===== src/design/cpu_pkg.sv =====
// shared widths and encodings; any opcode/op pair not listed here is undefined and halts the cpu
`default_nettype none

package cpu_pkg;
	localparam int data_width = 16;
	localparam int addr_width = 9; // 512-word memory space

	typedef logic [data_width-1:0] data_word_t;
	typedef logic [addr_width-1:0] mem_addr_t;
	typedef logic [2:0] reg_num_t;
	typedef logic [2:0] opcode_t;
	typedef logic [1:0] alu_op_t;
	typedef logic [1:0] shift_t;

	typedef enum logic [1:0] {mem_none = 2'b00, mem_read = 2'b01, mem_write = 2'b10} mem_cmd_t;
	typedef enum logic [1:0] {sel_rn, sel_rd, sel_rm} reg_sel_t;
	typedef enum logic [1:0] {wb_c, wb_imm8, wb_mdata} wb_sel_t;

	localparam opcode_t opc_mov = 3'b110;
	localparam opcode_t opc_alu = 3'b101;
	localparam opcode_t opc_ldr = 3'b011;
	localparam opcode_t opc_str = 3'b100;
	localparam opcode_t opc_halt = 3'b111;

	localparam alu_op_t op_mov_imm = 2'b10;
	localparam alu_op_t op_mov_reg = 2'b00;
	localparam alu_op_t op_add = 2'b00;
	localparam alu_op_t op_and = 2'b10;
	localparam alu_op_t op_mvn = 2'b11;
	localparam alu_op_t op_mem = 2'b00; // LDR and STR

	localparam shift_t shift_none = 2'b00;
	localparam shift_t shift_left = 2'b01;
	localparam shift_t shift_lsr = 2'b10; // logical right by one
	localparam shift_t shift_asr = 2'b11; // arithmetic right by one

	localparam int pos_opcode = 13; // lsb of each field
	localparam int pos_op = 11;
	localparam int pos_rn = 8;
	localparam int pos_rd = 5;
	localparam int pos_shift = 3;
	localparam int pos_rm = 0;
	localparam int imm8_width = 8; // both immediates start at bit 0
	localparam int imm5_width = 5;
endpackage

`default_nettype wire


===== src/design/controller.sv =====
// one instruction in flight, no memory wait states; HALT and every undefined encoding stop until reset
`timescale 1ns/1ps
`default_nettype none

module controller (
	input  wire                  clk,
	input  wire                  reset,
	input  cpu_pkg::opcode_t     opcode,
	input  cpu_pkg::alu_op_t     op,
	output logic                 reset_pc,
	output logic                 load_pc,
	output logic                 load_ir,
	output logic                 load_addr,
	output logic                 addr_sel,
	output cpu_pkg::mem_cmd_t    mem_cmd,
	output cpu_pkg::reg_sel_t    reg_sel,
	output logic                 load_a,
	output logic                 load_b,
	output logic                 load_c,
	output logic                 a_zero,
	output logic                 b_imm,
	output logic                 reg_write,
	output cpu_pkg::wb_sel_t     wb_sel
);

	typedef enum logic [4:0] {
		st_reset, st_fetch1, st_fetch2, st_update,
		st_mov_imm,
		st_unary1, st_unary2, st_unary3, // MOV register and MVN
		st_alu1, st_alu2, st_alu3, st_alu4,
		st_ldr1, st_ldr2, st_ldr3, st_ldr4, st_ldr5, st_ldr6,
		st_str1, st_str2, st_str3, st_str4, st_str5, st_str6, st_str7, st_str8,
		st_halt
	} state_t;

	state_t state;
	state_t state_next;

	always_ff @(posedge clk) begin
		if (reset) begin
			state <= st_reset;
		end else begin
			state <= state_next;
		end
	end

	always_comb begin
		state_next = st_halt; // unused encodings park safely
		case (state)
			st_reset:  state_next = st_fetch1;
			st_fetch1: state_next = st_fetch2;
			st_fetch2: state_next = st_update;
			st_update: begin
				case (opcode)
					cpu_pkg::opc_mov: begin
						if (op == cpu_pkg::op_mov_imm) state_next = st_mov_imm;
						else if (op == cpu_pkg::op_mov_reg) state_next = st_unary1;
					end
					cpu_pkg::opc_alu: begin
						if (op == cpu_pkg::op_add || op == cpu_pkg::op_and) state_next = st_alu1;
						else if (op == cpu_pkg::op_mvn) state_next = st_unary1;
					end
					cpu_pkg::opc_ldr: if (op == cpu_pkg::op_mem) state_next = st_ldr1;
					cpu_pkg::opc_str: if (op == cpu_pkg::op_mem) state_next = st_str1;
					cpu_pkg::opc_halt: state_next = st_halt;
					default: state_next = st_halt; // CMP and the rest are undefined
				endcase
			end
			st_unary1: state_next = st_unary2;
			st_unary2: state_next = st_unary3;
			st_alu1:   state_next = st_alu2;
			st_alu2:   state_next = st_alu3;
			st_alu3:   state_next = st_alu4;
			st_ldr1:   state_next = st_ldr2;
			st_ldr2:   state_next = st_ldr3;
			st_ldr3:   state_next = st_ldr4;
			st_ldr4:   state_next = st_ldr5;
			st_ldr5:   state_next = st_ldr6;
			st_str1:   state_next = st_str2;
			st_str2:   state_next = st_str3;
			st_str3:   state_next = st_str4;
			st_str4:   state_next = st_str5;
			st_str5:   state_next = st_str6;
			st_str6:   state_next = st_str7;
			st_str7:   state_next = st_str8;
			st_mov_imm, st_unary3, st_alu4, st_ldr6, st_str8: state_next = st_fetch1;
			st_halt:   state_next = st_halt;
			default:   state_next = st_halt;
		endcase
	end

	always_comb begin
		reset_pc = 1'b0;
		load_pc = 1'b0;
		load_ir = 1'b0;
		load_addr = 1'b0;
		addr_sel = 1'b0; // data address unless fetching
		mem_cmd = cpu_pkg::mem_none;
		reg_sel = cpu_pkg::sel_rn;
		load_a = 1'b0;
		load_b = 1'b0;
		load_c = 1'b0;
		a_zero = 1'b0;
		b_imm = 1'b0;
		reg_write = 1'b0;
		wb_sel = cpu_pkg::wb_c;
		case (state)
			st_reset, st_halt: begin
				reset_pc = 1'b1; // PC held at reset_addr
				load_pc = 1'b1;
			end
			st_fetch1: begin
				mem_cmd = cpu_pkg::mem_read;
				addr_sel = 1'b1;
			end
			st_fetch2: begin
				mem_cmd = cpu_pkg::mem_read;
				addr_sel = 1'b1;
				load_ir = 1'b1;
			end
			st_update: load_pc = 1'b1; // PC + 1
			st_mov_imm: begin
				wb_sel = cpu_pkg::wb_imm8; // into Rn
				reg_write = 1'b1;
			end
			st_alu1, st_ldr1, st_str1: load_a = 1'b1; // A <= Rn
			st_unary1, st_alu2: begin
				reg_sel = cpu_pkg::sel_rm;
				load_b = 1'b1;
			end
			st_alu3: load_c = 1'b1;
			st_unary2, st_str5: begin
				a_zero = 1'b1; // C <= op(0, B)
				load_c = 1'b1;
			end
			st_ldr2, st_str2: begin
				b_imm = 1'b1; // C <= Rn + offset
				load_c = 1'b1;
			end
			st_ldr3, st_str3: load_addr = 1'b1;
			st_unary3, st_alu4: begin
				reg_sel = cpu_pkg::sel_rd;
				reg_write = 1'b1;
			end
			st_ldr4, st_ldr5: mem_cmd = cpu_pkg::mem_read;
			st_ldr6: begin
				mem_cmd = cpu_pkg::mem_read;
				reg_sel = cpu_pkg::sel_rd;
				wb_sel = cpu_pkg::wb_mdata;
				reg_write = 1'b1;
			end
			st_str4: begin
				reg_sel = cpu_pkg::sel_rd; // store data
				load_b = 1'b1;
			end
			st_str6, st_str7, st_str8: mem_cmd = cpu_pkg::mem_write;
			default: ;
		endcase
	end

endmodule

`default_nettype wire


===== src/design/cpu.sv =====
// memory must answer reads combinationally and accept a write every cycle; there is no stall input
`timescale 1ns/1ps
`default_nettype none

module cpu #(
	parameter cpu_pkg::mem_addr_t reset_addr = '0
) (
	input  wire                 clk,
	input  wire                 reset,
	input  cpu_pkg::data_word_t read_data,
	output cpu_pkg::mem_cmd_t   mem_cmd,
	output cpu_pkg::mem_addr_t  mem_addr,
	output cpu_pkg::data_word_t write_data
);

	logic reset_pc;
	logic load_pc;
	logic load_ir;
	logic load_addr;
	logic addr_sel;
	logic load_a;
	logic load_b;
	logic load_c;
	logic a_zero;
	logic b_imm;
	logic reg_write;
	cpu_pkg::reg_sel_t reg_sel;
	cpu_pkg::wb_sel_t wb_sel;
	cpu_pkg::data_word_t instr;
	cpu_pkg::opcode_t opcode;
	cpu_pkg::alu_op_t op;
	cpu_pkg::alu_op_t alu_op;
	cpu_pkg::shift_t shift;
	cpu_pkg::reg_num_t reg_num;
	cpu_pkg::data_word_t imm5_ext;
	cpu_pkg::data_word_t imm8_ext;

	fetch_unit #(
		.reset_addr (reset_addr)
	) i_fetch_unit (
		.clk         (clk),
		.reset_pc    (reset_pc),
		.load_pc     (load_pc),
		.load_ir     (load_ir),
		.load_addr   (load_addr),
		.addr_sel    (addr_sel),
		.read_data   (read_data),
		.result_addr (write_data[cpu_pkg::addr_width-1:0]), // C doubles as the address
		.instr       (instr),
		.mem_addr    (mem_addr)
	);

	instr_decoder i_instr_decoder (
		.instr    (instr),
		.reg_sel  (reg_sel),
		.opcode   (opcode),
		.op       (op),
		.alu_op   (alu_op),
		.shift    (shift),
		.reg_num  (reg_num),
		.imm5_ext (imm5_ext),
		.imm8_ext (imm8_ext)
	);

	controller i_controller (
		.clk       (clk),
		.reset     (reset),
		.opcode    (opcode),
		.op        (op),
		.reset_pc  (reset_pc),
		.load_pc   (load_pc),
		.load_ir   (load_ir),
		.load_addr (load_addr),
		.addr_sel  (addr_sel),
		.mem_cmd   (mem_cmd),
		.reg_sel   (reg_sel),
		.load_a    (load_a),
		.load_b    (load_b),
		.load_c    (load_c),
		.a_zero    (a_zero),
		.b_imm     (b_imm),
		.reg_write (reg_write),
		.wb_sel    (wb_sel)
	);

	datapath i_datapath (
		.clk       (clk),
		.reg_num   (reg_num),
		.reg_write (reg_write),
		.wb_sel    (wb_sel),
		.load_a    (load_a),
		.load_b    (load_b),
		.load_c    (load_c),
		.a_zero    (a_zero),
		.b_imm     (b_imm),
		.alu_op    (alu_op),
		.shift     (shift),
		.imm5_ext  (imm5_ext),
		.imm8_ext  (imm8_ext),
		.read_data (read_data),
		.result    (write_data) // store data is always C
	);

endmodule

`default_nettype wire


===== src/design/datapath.sv =====
// no flags are kept; op code 01 (former CMP) never reaches here because the controller halts on it
`timescale 1ns/1ps
`default_nettype none

module datapath (
	input  wire                 clk,
	input  cpu_pkg::reg_num_t   reg_num,
	input  wire                 reg_write,
	input  cpu_pkg::wb_sel_t    wb_sel,
	input  wire                 load_a,
	input  wire                 load_b,
	input  wire                 load_c,
	input  wire                 a_zero,
	input  wire                 b_imm,
	input  cpu_pkg::alu_op_t    alu_op,
	input  cpu_pkg::shift_t     shift,
	input  cpu_pkg::data_word_t imm5_ext,
	input  cpu_pkg::data_word_t imm8_ext,
	input  cpu_pkg::data_word_t read_data,
	output cpu_pkg::data_word_t result
);

	cpu_pkg::data_word_t rdata;
	cpu_pkg::data_word_t wdata;
	cpu_pkg::data_word_t a_reg;
	cpu_pkg::data_word_t b_reg;
	cpu_pkg::data_word_t b_shifted;
	cpu_pkg::data_word_t ain;
	cpu_pkg::data_word_t bin;
	cpu_pkg::data_word_t alu_out;

	reg_file i_reg_file (
		.clk   (clk),
		.write (reg_write),
		.num   (reg_num),
		.wdata (wdata),
		.rdata (rdata)
	);

	always_ff @(posedge clk) begin
		if (load_a) a_reg <= rdata;
		if (load_b) b_reg <= rdata;
		if (load_c) result <= alu_out; // C register
	end

	always_comb begin
		case (shift)
			cpu_pkg::shift_left: b_shifted = b_reg << 1;
			cpu_pkg::shift_lsr:  b_shifted = b_reg >> 1;
			cpu_pkg::shift_asr:  b_shifted = {b_reg[cpu_pkg::data_width-1],
				b_reg[cpu_pkg::data_width-1:1]};
			default:             b_shifted = b_reg;
		endcase
	end

	assign ain = a_zero ? '0 : a_reg;
	assign bin = b_imm ? imm5_ext : b_shifted; // offset for LDR/STR

	always_comb begin
		case (alu_op)
			cpu_pkg::op_and: alu_out = ain & bin;
			cpu_pkg::op_mvn: alu_out = ~bin;
			default:         alu_out = ain + bin; // ADD, MOV register, address sum
		endcase
	end

	always_comb begin
		case (wb_sel)
			cpu_pkg::wb_imm8:  wdata = imm8_ext;
			cpu_pkg::wb_mdata: wdata = read_data;
			default:           wdata = result;
		endcase
	end

endmodule

`default_nettype wire


===== src/design/fetch_unit.sv =====
// registers power up unknown; the controller's reset state loads reset_addr into the PC
`timescale 1ns/1ps
`default_nettype none

module fetch_unit #(
	parameter cpu_pkg::mem_addr_t reset_addr = '0
) (
	input  wire                    clk,
	input  wire                    reset_pc,
	input  wire                    load_pc,
	input  wire                    load_ir,
	input  wire                    load_addr,
	input  wire                    addr_sel,
	input  cpu_pkg::data_word_t    read_data,
	input  cpu_pkg::mem_addr_t     result_addr,
	output cpu_pkg::data_word_t    instr,
	output cpu_pkg::mem_addr_t     mem_addr
);

	cpu_pkg::mem_addr_t pc;
	cpu_pkg::mem_addr_t next_pc;
	cpu_pkg::mem_addr_t data_addr;

	assign next_pc = reset_pc ? reset_addr : cpu_pkg::mem_addr_t'(pc + 1'b1); // wraps at top

	always_ff @(posedge clk) begin
		if (load_pc) begin
			pc <= next_pc;
		end
		if (load_ir) begin
			instr <= read_data; // read data is valid in the second fetch cycle
		end
		if (load_addr) begin
			data_addr <= result_addr; // low bits of C
		end
	end

	assign mem_addr = addr_sel ? pc : data_addr; // 1 = instruction fetch

endmodule

`default_nettype wire


===== src/design/instr_decoder.sv =====
// purely combinational; the one register number serves both the read and the write port
`timescale 1ns/1ps
`default_nettype none

module instr_decoder (
	input  cpu_pkg::data_word_t instr,
	input  cpu_pkg::reg_sel_t   reg_sel,
	output cpu_pkg::opcode_t    opcode,
	output cpu_pkg::alu_op_t    op,
	output cpu_pkg::alu_op_t    alu_op,
	output cpu_pkg::shift_t     shift,
	output cpu_pkg::reg_num_t   reg_num,
	output cpu_pkg::data_word_t imm5_ext,
	output cpu_pkg::data_word_t imm8_ext
);

	logic mem_instr;

	assign opcode = instr[cpu_pkg::pos_opcode +: $bits(cpu_pkg::opcode_t)];
	assign op = instr[cpu_pkg::pos_op +: $bits(cpu_pkg::alu_op_t)];
	assign alu_op = op; // same field, the controller and the ALU each read it

	// shift bits of LDR/STR are part of the offset
	assign mem_instr = (opcode == cpu_pkg::opc_ldr) || (opcode == cpu_pkg::opc_str);
	assign shift = mem_instr ? cpu_pkg::shift_none
		: instr[cpu_pkg::pos_shift +: $bits(cpu_pkg::shift_t)];

	assign imm5_ext = {{(cpu_pkg::data_width - cpu_pkg::imm5_width){instr[cpu_pkg::imm5_width-1]}},
		instr[cpu_pkg::imm5_width-1:0]};
	assign imm8_ext = {{(cpu_pkg::data_width - cpu_pkg::imm8_width){instr[cpu_pkg::imm8_width-1]}},
		instr[cpu_pkg::imm8_width-1:0]};

	always_comb begin
		case (reg_sel)
			cpu_pkg::sel_rd: reg_num = instr[cpu_pkg::pos_rd +: $bits(cpu_pkg::reg_num_t)];
			cpu_pkg::sel_rm: reg_num = instr[cpu_pkg::pos_rm +: $bits(cpu_pkg::reg_num_t)];
			default:         reg_num = instr[cpu_pkg::pos_rn +: $bits(cpu_pkg::reg_num_t)];
		endcase
	end

endmodule

`default_nettype wire


===== src/design/reg_file.sv =====
// read and write share one register number; a write shows on rdata only after the clock edge
`timescale 1ns/1ps
`default_nettype none

module reg_file (
	input  wire                 clk,
	input  wire                 write,
	input  cpu_pkg::reg_num_t   num,
	input  cpu_pkg::data_word_t wdata,
	output cpu_pkg::data_word_t rdata
);

	cpu_pkg::data_word_t regs [8]; // R0..R7, contents unknown after reset

	always_ff @(posedge clk) begin
		if (write) begin
			regs[num] <= wdata;
		end
	end

	assign rdata = regs[num];

endmodule

`default_nettype wire


===== config.mk =====
export PLATFORM = sky130hd
export DESIGN_NAME = cpu
export DESIGN_NICKNAME = d
export VERILOG_FILES = /design/src/design/cpu_pkg.sv /design/src/design/controller.sv /design/src/design/cpu.sv /design/src/design/datapath.sv /design/src/design/fetch_unit.sv /design/src/design/instr_decoder.sv /design/src/design/reg_file.sv
export SDC_FILE = /design/constraint.sdc
export NUM_CORES = 1
export LEC_CHECK = 0
export ABC_AREA = 1
export BUFFER_PORTS_ARGS = -buffer_cell sky130_fd_sc_hd__buf_2
export CAP_MARGIN = 20
export CORE_MARGIN = 8
export CORE_UTILIZATION = 55
export CTS_BUF_LIST = sky130_fd_sc_hd__clkbuf_4
export CTS_CLUSTER_DIAMETER = 100
export CTS_CLUSTER_SIZE = 25
export DETAILED_ROUTE_END_ITERATION = 12
export PLACE_DENSITY_LB_ADDON = 0.1
export SYNTH_ARGS = -nofsm -noshare
export SYNTH_HDL_FRONTEND = slang
export SYNTH_SLANG_ARGS = --single-unit
export TNS_END_PERCENT = 10

===== constraint.sdc =====
create_clock -name clk -period 7.7 [get_ports clk]
set_input_delay 1.155 -clock clk [delete_from_list [all_inputs] [get_ports clk]]
set_output_delay 1.155 -clock clk [all_outputs]
set_load 0.01 [all_outputs]

==> flow_metrics.py <==
metrics = {
    "global_route": {
        "grt_util_all_layers": 0.2147,
        "antenna_found_initial": 1,
        "grt_pass1_wl_um": 41590,
        "grt_overflow": 0,
        "grt_pass1_vias": 7631,
        "grt_max_degree": 65,
    },
    "yosys": {
        "yosysSeqAreaShare": 0.5720,
        "synth-seq-cells": 215,
        "ys_async_sr_fraction": 0,
        "syn_area_per_cell_um2": 9.419,
        "synth_cell_types": 44,
        "synth_ff_type": "edfxtp_1",
        "yosysWarnings": 0,
        "synth_enable_flop_cells": 210,
        "syn_area_um2": 11200,
        "synth_cells": 1189,
        "synthesis.nets": 1228,
    },
    "min_path": {
        "hp-class": "register to register",
        "min-delay-start": "i_datapath.result[3]",
    },
    "timing": {
        "fin_setup_tns_ns": 0,
        "finalCritPeriodShare": 0.6833,
        "max_slew_margin": 0.2370,
        "finalSetupViolations": 0,
        "finalHoldViolCount": 0,
        "rsz0062_at_grt": "false",
        "fmax_mhz": 190.1,
        "post-route-min-period_ns": 5.261,
        "worst_pin_slew_ns": 1.140,
        "fin_skew_ns": 0.05032,
        "worst_slack_ns": 2.439,
        "slew_viol_final": 0,
    },
    "placement": {
        "portBuffers": 44,
        "dpl_cell_area_um2": 11580,
        "place_congestion": 0.8948,
        "place_ws_ns": 2.554,
        "place_hpwl_um": 19690,
    },
    "clock_network": {
        "cts_buffer_depth": 3,
        "cts_root_buf": "clkbuf_4",
        "cts.sinks": 215,
        "htreeDepth": 1,
        "post_cts_buffers": 0,
        "cts_resized": 0,
        "clk_pin_slew_ns": 0.24,
        "numCtsBuffers": 12,
        "hold_buffers": 0,
        "cts_tree": "built",
        "clkLatencyLatePin_ns": 0.64,
    },
    "critical_path": {
        "crit_fanout": 64,
        "crit_family": "simple AND/OR/NAND/NOR gates",
        "slowest_stage": "dfxtp_1",
        "cp-startpoint": "i_controller.state[4]",
        "r2r-start": "i_controller.state[4]",
        "crit_path_start_kind": "register",
        "path_cells": "inv_1, nand3_1, nor2_1, inv_1, nand2_1, ha_1, inv_2, or2_1, nand2_4, inv_2, nor4_4",
        "critPathKind": "register to register",
        "cp.arrival_ns": 5.51,
        "cpPeakStageDelay_ns": 1.12,
        "cp.required_ns": 7.95,
        "cp-end-kind": "register",
        "path_buf_inv": 4,
    },
    "routing": {
        "drc": 0,
        "dr.pass1.iters": 5,
        "viasPerCell": 5.594,
        "wl_per_cell_um": 18.28,
        "vias": 8312,
        "drt_iter0_drc": 881,
        "wl_um": 27160,
        "drtAntennaViolNets": 0,
    },
    "power_and_ir_drop": {
        "power_per_cell_area_nw_per_um2": 355.2,
        "vdd_drop_max_mv": 0.2239,
        "power_mw": 4.182,
        "power.leakage_nw": 4.904,
    },
    "finish": {
        "largest_reg_flops": 128,
        "syn2layout_area_growth_pct": 5.116,
        "max_flop_register": "i_datapath.i_reg_file.regs",
        "final_layout_size_suffix_gt1_frac": 0.1160,
        "final_area_um2": 11770,
        "fin_nets": 1251,
    },
    "floorplanning": {
        "die_width_um": 158.7,
        "initial_core_util": 0.5571,
        "rows": 52,
        "io_pins": 45,
        "core_um2": 20100,
        "dieArea_um2": 25180,
        "die_h_um": 158.7,
    },
    "job": {
        "drv_cap": 0,
    },
    "status": {
        "status": "finished, final reports clean",
    },
}
[cells by family after synthesis]
kind of cell / Yosys count / synth area share
flip-flops: 215 / 0.5720
multiplexers: 3 / 0.003016
buffers and inverters: 170 / 0.06692
AND/OR/NAND/NOR: 651 / 0.2716
AO/OA/AOI/OAI: 129 / 0.06234
adder cells (fa/ha/maj): 21 / 0.02413
[through the flow]
| stage | utilization | hold WS (ns) | instances |
|---|---|---|---|
| floorplan | - | 0.5208 | 1189 |
| global placement | 0.5761 | 0.4944 | 1463 |
| detailed placement | 0.5761 | 0.5051 | 1463 |
| CTS | 0.5826 | 0.5554 | 1480 |
| global route | 0.5856 | 0.5710 | 1486 |
| finish | 0.5856 | 0.5475 | 1486 |
[final cells by class]
| cell class | count | area (um^2) |
|---|---|---|
| flip-flops and latches | 215 | 6406 |
| repair buffers | 52 | 299.0 |
| inverters | 127 | 479.2 |
| multi-input cells | 804 | 4116 |
| diodes | 1 | 2.502 |
| well taps | 270 | 337.8 |
| clock buffers | 16 | 120.1 |
| fillers | 1798 | 8332 |
| clock inverters | 1 | 11.26 |
[layout by cell type (no fill, tap or decap), drive strengths merged, types with 3 or more instances in the layout]
| master | n |
|---|---|
| or2 | 13 |
| nand3 | 129 |
| nor3 | 9 |
| nand4 | 27 |
| nor3b | 3 |
| nand2 | 385 |
| buf | 52 |
| o211ai | 4 |
| mux2 | 3 |
| clkbuf | 16 |
| inv | 127 |
| edfxtp | 210 |
| ha | 20 |
| nor2 | 72 |
| o21ai | 38 |
| dfxtp | 5 |
| a21oi | 82 |
| nor4 | 10 |
[final timing paths]
path,cells after the start,endpoint,slack [ns]
hold / removal,0,i_fetch_unit.data_addr[3],0.55
setup / recovery,11,i_datapath.i_reg_file.regs[6][1],2.44
setup reg to reg,11,i_datapath.i_reg_file.regs[6][1],2.44
hold reg to reg,0,i_fetch_unit.data_addr[3],0.55
[cell usage after synthesis (all sizes together), types with 10 or more instances]
library cell / instances / share of area
nand2: 385 / 0.14
or2: 13 / 0.0073
nor2: 72 / 0.030
edfxtp: 210 / 0.56
buf: 38 / 0.022
nand4: 27 / 0.015
nand3: 129 / 0.064
ha: 20 / 0.022
o21ai: 38 / 0.018
inv: 126 / 0.042
nor4: 10 / 0.0095
a21oi: 82 / 0.039
[layer usage]
metal	up-vias	global-route usage	part of all wire
met5	-	0	0
met4	0	0.04670	0.016
met3	30	0.02416	0.072
met2	302	0.3714	0.49
met1	3916	0.2854	0.43
li1	4064	-	-
[where the power goes]
part / switching (mW) / internal (mW) / leakage [nW]
logic: 1.46 / 0.585 / 2.87
registers: 0.109 / 1.61 / 1.95
clock network: 0.323 / 0.0988 / 0.0797
total: 1.89 / 2.29 / 4.90
No activity file was read; power rests on OpenSTA's default activity.
